==> src/mips_id_config.svh <==
`ifndef MIPS_ID_CONFIG_SVH
`define MIPS_ID_CONFIG_SVH

// primary opcodes
`define MIPS_OP_RTYPE   6'b000000
`define MIPS_OP_J       6'b000010
`define MIPS_OP_JAL     6'b000011
`define MIPS_OP_BEQ     6'b000100
`define MIPS_OP_BNE     6'b000101

// opcode[5:3] groups
`define MIPS_GRP_IMM    3'b001
`define MIPS_GRP_LOAD   3'b100
`define MIPS_GRP_STORE  3'b101

// r-type funct codes
`define MIPS_FN_JR      6'b001000
`define MIPS_FN_JALR    6'b001001

// special instruction words
`define MIPS_NOP_WORD   32'h0000_0000
`define MIPS_HALT_WORD  32'hffff_ffff

`define MIPS_LINK_REG   5'd31 // return address register

`endif

==> src/mips_id_pkg.sv <==
`default_nettype none

package mips_id_pkg;

    // one fetched word, read in three formats
    typedef struct packed {
        logic [5:0] opcode;
        logic [4:0] rs;
        logic [4:0] rt;
        logic [4:0] rd;
        logic [4:0] shamt;
        logic [5:0] funct;
    } r_fmt_t;

    typedef struct packed {
        logic [5:0]  opcode;
        logic [4:0]  rs;
        logic [4:0]  rt;
        logic [15:0] imm16;
    } i_fmt_t;

    typedef struct packed {
        logic [5:0]  opcode;
        logic [25:0] target26;
    } j_fmt_t;

    typedef union packed {
        r_fmt_t r_fmt;
        i_fmt_t i_fmt;
        j_fmt_t j_fmt;
    } instr_t;

    typedef struct packed {
        logic mem_to_reg; // 1 alu result, 0 memory
        logic reg_write;
    } wb_ctl_t;

    typedef struct packed {
        logic       mem_read;
        logic       mem_write;
        logic       is_unsigned;
        logic [1:0] data_width; // 00 byte, 01 half, 11 word
    } mem_ctl_t;

    typedef struct packed {
        logic       reg_dest; // 1 selects rd
        logic [1:0] alu_op;   // 00 add, 01 cmp, 10 funct, 11 imm logic
        logic       alu_src;  // 1 selects immediate
    } ex_ctl_t;

    typedef struct packed {
        wb_ctl_t  wb;
        mem_ctl_t mem;
        ex_ctl_t  ex;
    } id_ctl_t;

    // operands and fields handed to EX
    typedef struct packed {
        logic [31:0] ra;
        logic [31:0] rb;
        logic [31:0] imm;
        logic [4:0]  rs;
        logic [4:0]  rt;
        logic [4:0]  rd;
        logic [4:0]  shamt;
        logic [5:0]  opcode;
        logic [5:0]  funct;
    } id_ex_t;

    typedef struct packed {
        logic        taken;
        logic [31:0] target;
        logic [1:0]  reg_use; // 00 none, 01 rs and rt, 10 rs only
    } jump_t;

endpackage

`default_nettype wire

==> src/id_control_unit.sv <==
`timescale 1ns/1ps
`default_nettype none

`include "mips_id_config.svh"

module id_control_unit
    import mips_id_pkg::*;
(
    input  wire     i_clk,
    input  wire     i_reset,
    input  instr_t  i_instr,
    input  wire     i_stall,
    input  wire     i_halt,
    output id_ctl_t o_ctl,
    output logic    o_ld_en
);

    id_ctl_t decoded;
    id_ctl_t ctl_next;
    logic    bubble;

    // class decode of one instruction word into the full control bundle
    function automatic id_ctl_t decode_ctl(input instr_t instr);
        id_ctl_t    ctl;
        logic [5:0] op;
        logic [5:0] fn;
        ctl = '0;
        op  = instr.r_fmt.opcode;
        fn  = instr.r_fmt.funct;
        ctl.wb.mem_to_reg = 1'b1; // alu result unless a load

        if (op == `MIPS_OP_RTYPE) begin
            ctl.wb.reg_write = (fn != `MIPS_FN_JR); // jr has no result
            ctl.ex.reg_dest  = 1'b1;
            ctl.ex.alu_src   = 1'b0;
            if (fn == `MIPS_FN_JALR) begin
                ctl.ex.alu_op = 2'b00; // pc + 4 into rd
            end else begin
                ctl.ex.alu_op = 2'b10;
            end
        end else if (op[5:3] == `MIPS_GRP_LOAD) begin
            ctl.wb.mem_to_reg     = 1'b0;
            ctl.wb.reg_write      = 1'b1;
            ctl.mem.mem_read      = 1'b1;
            ctl.mem.is_unsigned   = op[2];
            ctl.mem.data_width    = op[1:0];
            ctl.ex.alu_op         = 2'b00; // base + offset
            ctl.ex.alu_src        = 1'b1;
        end else if (op[5:3] == `MIPS_GRP_STORE) begin
            ctl.mem.mem_write     = 1'b1;
            ctl.mem.is_unsigned   = op[2];
            ctl.mem.data_width    = op[1:0];
            ctl.ex.alu_op         = 2'b00;
            ctl.ex.alu_src        = 1'b1;
        end else if (op[5:3] == `MIPS_GRP_IMM) begin
            ctl.wb.reg_write      = 1'b1;
            ctl.ex.alu_op         = 2'b11;
            ctl.ex.alu_src        = 1'b1; // result lands in rt
        end else if (op == `MIPS_OP_JAL) begin
            // operands are already pc and 4 and the destination is forced to rd = 31
            ctl.wb.reg_write      = 1'b1;
            ctl.ex.reg_dest       = 1'b1;
            ctl.ex.alu_op         = 2'b00;
        end else if (op == `MIPS_OP_BEQ || op == `MIPS_OP_BNE) begin
            ctl.ex.alu_op         = 2'b01; // compare ra and rb
        end
        return ctl;
    endfunction

    always_comb begin
        decoded  = decode_ctl(i_instr);
        bubble   = i_stall || (i_instr == `MIPS_NOP_WORD);
        ctl_next = bubble ? id_ctl_t'('0) : decoded;
    end

    always_ff @(posedge i_clk) begin
        if (i_reset) begin
            o_ctl <= '0;
        end else if (!i_halt) begin
            o_ctl <= ctl_next; // halt holds the bundle
        end
    end

    assign o_ld_en = ~i_halt; // operand register follows the same freeze

endmodule

`default_nettype wire

==> src/register_bank.sv <==
`timescale 1ns/1ps
`default_nettype none

module register_bank (
    input  wire         i_clk,
    input  wire         i_reset,
    input  wire         i_we,
    input  wire  [4:0]  i_waddr,
    input  wire  [31:0] i_wdata,
    input  wire  [4:0]  i_raddr_a,
    input  wire  [4:0]  i_raddr_b,
    output logic [31:0] o_rdata_a,
    output logic [31:0] o_rdata_b
);

    logic [31:0] regs [32];

    always_ff @(posedge i_clk) begin
        if (i_reset) begin
            for (int i = 0; i < 32; i++) begin
                regs[i] <= '0;
            end
        end else if (i_we && (i_waddr != 5'd0)) begin
            regs[i_waddr] <= i_wdata; // r0 never written
        end
    end

    // asynchronous reads so a same-cycle write shows up next cycle
    always_comb begin
        if (i_raddr_a == 5'd0) begin
            o_rdata_a = '0;
        end else begin
            o_rdata_a = regs[i_raddr_a];
        end

        if (i_raddr_b == 5'd0) begin
            o_rdata_b = '0;
        end else begin
            o_rdata_b = regs[i_raddr_b];
        end
    end

endmodule

`default_nettype wire

==> src/branch_resolver.sv <==
`timescale 1ns/1ps
`default_nettype none

`include "mips_id_config.svh"

module branch_resolver
    import mips_id_pkg::*;
(
    input  instr_t      i_instr,
    input  wire  [31:0] i_pc,
    input  wire  [31:0] i_ra,
    input  wire  [31:0] i_rb,
    output jump_t       o_jump
);

    logic [31:0] imm_ext;
    logic [31:0] branch_target;
    logic [31:0] region_target;
    logic [5:0]  funct;

    assign imm_ext       = {{16{i_instr.i_fmt.imm16[15]}}, i_instr.i_fmt.imm16};
    assign branch_target = i_pc + 32'd4 + (imm_ext << 2); // relative to delay slot pc
    assign region_target = {i_pc[31:28], i_instr.j_fmt.target26, 2'b00};
    assign funct         = i_instr.r_fmt.funct;

    always_comb begin
        o_jump = '0;

        case (i_instr.j_fmt.opcode)
            `MIPS_OP_BEQ: begin
                o_jump.reg_use = 2'b01;
                o_jump.taken   = (i_ra == i_rb);
                o_jump.target  = (i_ra == i_rb) ? branch_target : 32'd0;
            end
            `MIPS_OP_BNE: begin
                o_jump.reg_use = 2'b01;
                o_jump.taken   = (i_ra != i_rb);
                o_jump.target  = (i_ra != i_rb) ? branch_target : 32'd0;
            end
            `MIPS_OP_J, `MIPS_OP_JAL: begin
                o_jump.taken  = 1'b1;
                o_jump.target = region_target;
            end
            `MIPS_OP_RTYPE: begin
                if (funct == `MIPS_FN_JR || funct == `MIPS_FN_JALR) begin
                    o_jump.taken   = 1'b1;
                    o_jump.target  = i_ra; // register indirect
                    o_jump.reg_use = 2'b10;
                end
            end
            default: begin
                o_jump = '0;
            end
        endcase
    end

endmodule

`default_nettype wire

==> src/operand_select.sv <==
`timescale 1ns/1ps
`default_nettype none

`include "mips_id_config.svh"

module operand_select
    import mips_id_pkg::*;
(
    input  wire         i_clk,
    input  wire         i_reset,
    input  wire         i_ld_en,
    input  instr_t      i_instr,
    input  wire  [31:0] i_pc,
    input  wire  [31:0] i_ra,
    input  wire  [31:0] i_rb,
    output id_ex_t      o_ex
);

    id_ex_t ex_next;
    logic   is_jal;
    logic   is_jalr;

    assign is_jal  = (i_instr.j_fmt.opcode == `MIPS_OP_JAL);
    assign is_jalr = (i_instr.r_fmt.opcode == `MIPS_OP_RTYPE)
                  && (i_instr.r_fmt.funct == `MIPS_FN_JALR);

    always_comb begin
        ex_next.rs     = i_instr.r_fmt.rs;
        ex_next.shamt  = i_instr.r_fmt.shamt;
        ex_next.opcode = i_instr.r_fmt.opcode;
        ex_next.funct  = i_instr.r_fmt.funct;
        ex_next.imm    = {{16{i_instr.i_fmt.imm16[15]}}, i_instr.i_fmt.imm16};

        if (is_jal || is_jalr) begin
            // link value pc + 4 is built by the alu from these
            ex_next.ra = i_pc;
            ex_next.rb = 32'd4;
            ex_next.rt = 5'd0;
        end else begin
            ex_next.ra = i_ra;
            ex_next.rb = i_rb;
            ex_next.rt = i_instr.r_fmt.rt;
        end

        ex_next.rd = is_jal ? `MIPS_LINK_REG : i_instr.r_fmt.rd;
    end

    always_ff @(posedge i_clk) begin
        if (i_reset) begin
            o_ex <= '0;
        end else if (i_ld_en) begin
            o_ex <= ex_next;
        end
    end

endmodule

`default_nettype wire

==> src/instruction_decode.sv <==
`timescale 1ns/1ps
`default_nettype none

`include "mips_id_config.svh"

module instruction_decode
    import mips_id_pkg::*;
(
    input  wire         i_clk,
    input  wire         i_reset,
    input  instr_t      i_instr,
    input  wire  [31:0] i_pc,
    input  wire         i_wb_write,
    input  wire  [4:0]  i_wb_addr,
    input  wire  [31:0] i_wb_data,
    input  wire         i_stall,
    input  wire         i_halt,
    output id_ctl_t     o_ctl,
    output id_ex_t      o_ex,
    output jump_t       o_jump,
    output wire         o_halt
);

    wire [31:0] rd_a;
    wire [31:0] rd_b;
    wire        ld_en;

    assign o_halt = (i_instr == `MIPS_HALT_WORD); // all-ones word stops the core

    id_control_unit u_control (
        .i_clk   (i_clk),
        .i_reset (i_reset),
        .i_instr (i_instr),
        .i_stall (i_stall),
        .i_halt  (i_halt),
        .o_ctl   (o_ctl),
        .o_ld_en (ld_en)
    );

    register_bank u_regs (
        .i_clk     (i_clk),
        .i_reset   (i_reset),
        .i_we      (i_wb_write),
        .i_waddr   (i_wb_addr),
        .i_wdata   (i_wb_data),
        .i_raddr_a (i_instr.r_fmt.rs),
        .i_raddr_b (i_instr.r_fmt.rt),
        .o_rdata_a (rd_a),
        .o_rdata_b (rd_b)
    );

    branch_resolver u_branch (
        .i_instr (i_instr),
        .i_pc    (i_pc),
        .i_ra    (rd_a),
        .i_rb    (rd_b),
        .o_jump  (o_jump)
    );

    operand_select u_operands (
        .i_clk   (i_clk),
        .i_reset (i_reset),
        .i_ld_en (ld_en),
        .i_instr (i_instr),
        .i_pc    (i_pc),
        .i_ra    (rd_a),
        .i_rb    (rd_b),
        .o_ex    (o_ex)
    );

endmodule

`default_nettype wire

==> config.mk <==
export PLATFORM = sky130hd
export DESIGN_NAME = instruction_decode
export DESIGN_NICKNAME = d
export VERILOG_FILES = /design/src/mips_id_pkg.sv /design/src/id_control_unit.sv /design/src/register_bank.sv /design/src/branch_resolver.sv /design/src/operand_select.sv /design/src/instruction_decode.sv
export VERILOG_INCLUDE_DIRS = /design/src
export SDC_FILE = /design/constraint.sdc
export NUM_CORES = 2
export LEC_CHECK = 0
export BUFFER_PORTS_ARGS = -buffer_cell sky130_fd_sc_hd__buf_2
export CORE_MARGIN = 2
export CORE_UTILIZATION = 30
export CTS_CLUSTER_DIAMETER = 150
export DETAILED_ROUTE_END_ITERATION = 12
export MAX_ROUTING_LAYER = met4
export PLACE_DENSITY = 0.51
export SLEW_MARGIN = 10
export SYNTH_ARGS = -nofsm -noshare
export SYNTH_HDL_FRONTEND = slang
export SYNTH_SLANG_ARGS = --single-unit
==> constraint.sdc <==
create_clock -name i_clk -period 3.25 [get_ports i_clk]
set_input_delay 0.1625 -clock i_clk [delete_from_list [all_inputs] [get_ports i_clk]]
set_output_delay 0.1625 -clock i_clk [all_outputs]
set_load 0.01 [all_outputs]
### Yosys cells after proc, flatten, opt, wreduce, memory -nomap -nowiden

Memories as Yosys holds them, arrays and structs flattened.
Cells that the tools add are included.

* memory bits (writable): 1024
* memories: 1
* bits of input ports: 106
* output and inout bits: 175
* register bits: 123

* reductions and logical operators: 14
* equal/unequal tests: 13
* add/subtract/negate cells: 2
* muxes and demuxes: 42

Memories
* u_regs.regs: words 32, width 32, read ports 2, clocked after memory_dff 0, wr ports 32, RTL line register_bank.sv:16 `logic [31:0] regs [32];`

Operators with widths (count)
* 32-bit 2-to-1 mux: 5
* 33-bit one-hot mux with 4 select lines: 1
* 64-bit 2-to-1 mux: 1
* 35-bit 2-to-1 mux: 1
* 32-bit by 3-bit adder with 32-bit output, second input constant: 1
* 32-bit adder: 1
* 32-bit == test: 1
* 32-bit == test, second input constant: 1
* 32-bit zero test: 1
* 32-bit inequality test: 1
* 32-bit OR reduction: 1
* 1-bit 2-to-1 mux: 21
* 5-bit 2-to-1 mux: 4
* 6-bit by 2-bit == test with 1-bit output, second input constant: 2
* 6-bit by 3-bit == test with 1-bit output, second input constant: 2
* 6-bit by 4-bit == test with 1-bit output, second input constant: 2
* 11-bit 2-to-1 mux: 1
* 5-bit zero test: 2
* 3-bit 2-to-1 mux: 3
* 4-bit 2-to-1 mux: 2
* 3-bit == test, second input constant: 2
* 6-bit zero test: 1
* 6-bit by 4-bit inequality test with 1-bit output, second input constant: 1
* 5-bit nonzero test: 1
* 6 further kinds: 12

### Longest topological paths before layout

* depth in word-level cells: 9
* gate-level depth with buffers: 17

### Modules after synthesis

From an unflattened synthesis, not the netlist that was laid out.

* cells, all modules: 4417
* area, all modules: 62193.4 sq um

Modules (own cells, without submodules)
* register_bank: cells each 3502, instances 1, area each 54233.3 sq um
* operand_select: cells each 458, instances 1, area each 4549.4 sq um
* branch_resolver: cells each 384, instances 1, area each 2808.9 sq um
* id_control_unit: cells each 62, instances 1, area each 533.0 sq um
* instruction_decode: cells each 11, instances 1, area each 68.8 sq um

### Worst setup path before layout

No wires, ideal clock.

* path type: input to output
* from: in i_instr[22] (netlist name)
* to: out o_jump[16] (netlist name)
* arrival: 3.261 ns
* path buffers: 3
* slack: -0.174 ns
* stages: 13
* cells stage by stage: buf_4 > buf_2 > buf_1 > mux4_2 > a22oi_1 > o31ai_1 > nor3_1 > xor2_1 > nor4_1 > nand2_1 > nor4_2 > mux2_4 > o31ai_1

RTL lines
* start: declaration: RTL line instruction_decode.sv:11 `input instr_t i_instr,`
* end: declaration: RTL line instruction_decode.sv:20 `output jump_t o_jump,`

==> results.toml <==
[run_status]
status = "finished, violations left"
violations = "negative setup slack"

[global_route]
grt_max_degree = 125
track_usage = 0.260
antenna_found_initial = 42
grt_remaining_overflow = 0
first_global_vias = 44300
grt_pass1_wl_um = 368000

[die]
ioPinCount = 281
dieArea_mm2 = 0.209
start_util = 0.301
core_area_mm2 = 0.204
num_rows = 166
die_x_um = 457
die_y_um = 457

[synth]
avgSynthCellArea_um2 = 13.9
synthDistinctLibCells = 75
synth-main-ff-cell = "edfxtp_1"
syn_inst = 4440
synth-edff-count = 1024
synth_area_mm2 = 0.0616
ys_seq_elements = 1136
async_reset_ff_frac = 0
yosysSeqAreaShare = 0.536
yosysWarnings = 0

[finish]
final_area_mm2 = 0.0770
instances_no_fill = 7995
fin_util = 0.377
nets = 5356
drive_gt1_frac = 0.350
fillers = 19300
syn_to_final_growth_pct = 25.0

[worst_setup_path]
critPathLaunchType = "flip-flop"
arrival_ns = 4.61
crit_path_end_kind = "output port"
worst_r2r_path_depth = 9
critPathKind = "reg2out"
cp.required_ns = 3.09
cp_max_fo = 6

[routing]
drt_first_pass_iters = 5
dr_total_vias = 44900
drt-total-wl_um = 268000
via_per_inst = 5.61
top_layer_used = "met4"
drcViolationCount = 0
wl_met3_um = 24600
wl_per_cell_um = 33.6
m1WireLength_um = 108000
wl_met2_um = 124000
drtAntennaViolNets = 0
drt_iter0_drc = 6044

[clock_tree]
clkTransAtPathRegs_ns = 0.05
insertion_delay_ns = 0.79
clockBufferDepth = 3
cts_root_buffer = "clkbuf_16"
tritoncts = "yes"
cts-buffers-inserted = 135
cts.sinks = 1136
h-tree-depth = 4

[placement]
hpwl_um = 177000
port_buffers = 280
gp_congestion = 0.955
dp_slack_ns = -2.11
dp_cells = 7656
place_area_mm2 = 0.0712

[timing]
max_slew.worst_pin.slew_ns = 1.09
drv_slew = 0
hold_ws_ns = 0.0425
min_period_over_period = 1.47
grt_setup_unrepaired = "true"
fin_ws_ns = -1.52
finClkSkew_ns = 0.0283
period_minus_slack_ns = 4.77
fmax_mhz = 209
finalSetupViolations = 33
slew_headroom = 0.269
hold_viol = 0

[pwr]
p_leak_nw = 28.3
power_density_mw_per_mm2 = 505
ir_drop_v = 0.000478

[job]
cap_violations = 0

[worst_hold_path]
holdPathStages = 2
hp-class = "in2reg"
through the flow:
stage                     TNS, ns  total power, W
after global placement     -65.98          0.0238
final                      -48.02          0.0389
after floorplan            -0.544          0.0205
after global routing       -52.32          0.0400
after detailed placement   -65.26          0.0238
after CTS                  -48.16          0.0389
what timing repair did:
action / in CTS / in global routing
pin swaps: 12 / 10
gates resized for setup: 60 / 37
cloned: 2 / 0
hold buffers: 79 / 0
endpoints found under the setup margin: 33 / 33
endpoints found under the hold margin: 637 / 0
setup buffers: 2 / 4
cell families after synthesis:
family	after synthesis	share of synthesized area
XOR/XNOR	59	0.00839
adder cells (fa/ha/maj)	58	0.0119
flip-flops	1136	0.536
AO/OA/AOI/OAI	479	0.0553
buffers and inverters	478	0.0351
other	1	0.0000609
AND/OR/NAND/NOR	1538	0.142
multiplexers	691	0.212
final timing paths:
kind,start,endpoint,slack [ns]
setup / recovery,u_regs.regs[23][29]$_SDFFCE_PN0P_,o_jump[2],-1.52
hold / removal,i_wb_data[28],u_regs.regs[23][28]$_SDFFCE_PN0P_,0.04
setup reg to reg,u_regs.regs[25][9]$_SDFFCE_PN0P_,u_operands.o_ex[105]$_SDFFE_PP0N_,0.78
hold reg to reg,u_operands.o_ex[66]$_SDFFE_PP0N_,u_operands.o_ex[66]$_SDFFE_PP0N_,0.47
worst max-delay path, cell delays in order, from the launching register on:
cell,delay (ns)
edfxtp_1,0.40
mux4_2,0.56
a221oi_4,0.36
a32oi_2,0.14
xnor2_1,0.17
nor4_2,0.40
buf_4,0.22
nand4_1,0.12
buf_4,0.18
nor4_4,0.13
buf_6,0.18
buf_6,0.10
mux2_4,0.39
o22ai_4,0.30
buf_6,0.15
sequential cells by signal, indices dropped and copies added (netlist names):
signal           count
u_regs.regs       1024
u_operands.o_ex    101
u_control.o_ctl     11
layer usage:
layer,vias up,track usage
li1,18400,-
met1,23300,0.333
met2,2601,0.403
met3,563,0.0548
met4,0,0.106
met5,-,-
cell usage in the layout (no fill, tap or decap), types with 112 or more instances in the layout:
cell and count:
nand2_1 117, mux4_2 484, nor2_1 201, and2_1 996, buf_2 267, edfxtp_1 1024
buf_4 569, dfxtp_1 112, clkbuf_16 144, mux2i_1 145
synth_stat cells (all sizes together) (24+ instances only):
| cell type | instances | area [µm²] |
|---|---|---|
| clkbuf | 286 | 1070 |
| dfxtp | 112 | 2240 |
| and2 | 997 | 6240 |
| a21oi | 110 | 551 |
| mux2 | 58 | 657 |
| nor3 | 24 | 125 |
| nand2 | 118 | 443 |
| o21ai | 26 | 134 |
| a221oi | 27 | 268 |
| or2 | 34 | 213 |
| buf | 172 | 1010 |
| nor2 | 238 | 893 |
| o22ai | 60 | 375 |
| mux2i | 149 | 1490 |
| a22oi | 72 | 541 |
| edfxtp | 1024 | 30700 |
| nor2b | 32 | 200 |
| mux4 | 484 | 10900 |
| ha | 57 | 713 |
| a211oi | 59 | 443 |
| xnor2 | 36 | 315 |
power breakdown:
group	internal, W	leakage, nW	switching (W)
combinational	0.00291	15.5	0.00384
sequential	0.0167	10.7	0.000451
clock	0.00856	2.06	0.00641
total	0.0282	28.3	0.0107
layout make-up:
type	count	area, µm²	area share
flip-flops and latches	1136	33000	0.429
multi-input cells	2858	27500	0.357
repair buffers	1041	8790	0.114
clock buffers	178	3730	0.0485
well taps	2688	3360	0.0437
clock inverters	58	502	0.00652
inverters	20	75.1	0.000975
diodes	16	40.0	0.000520
Note: power is estimated with default switching activity, not from simulation.
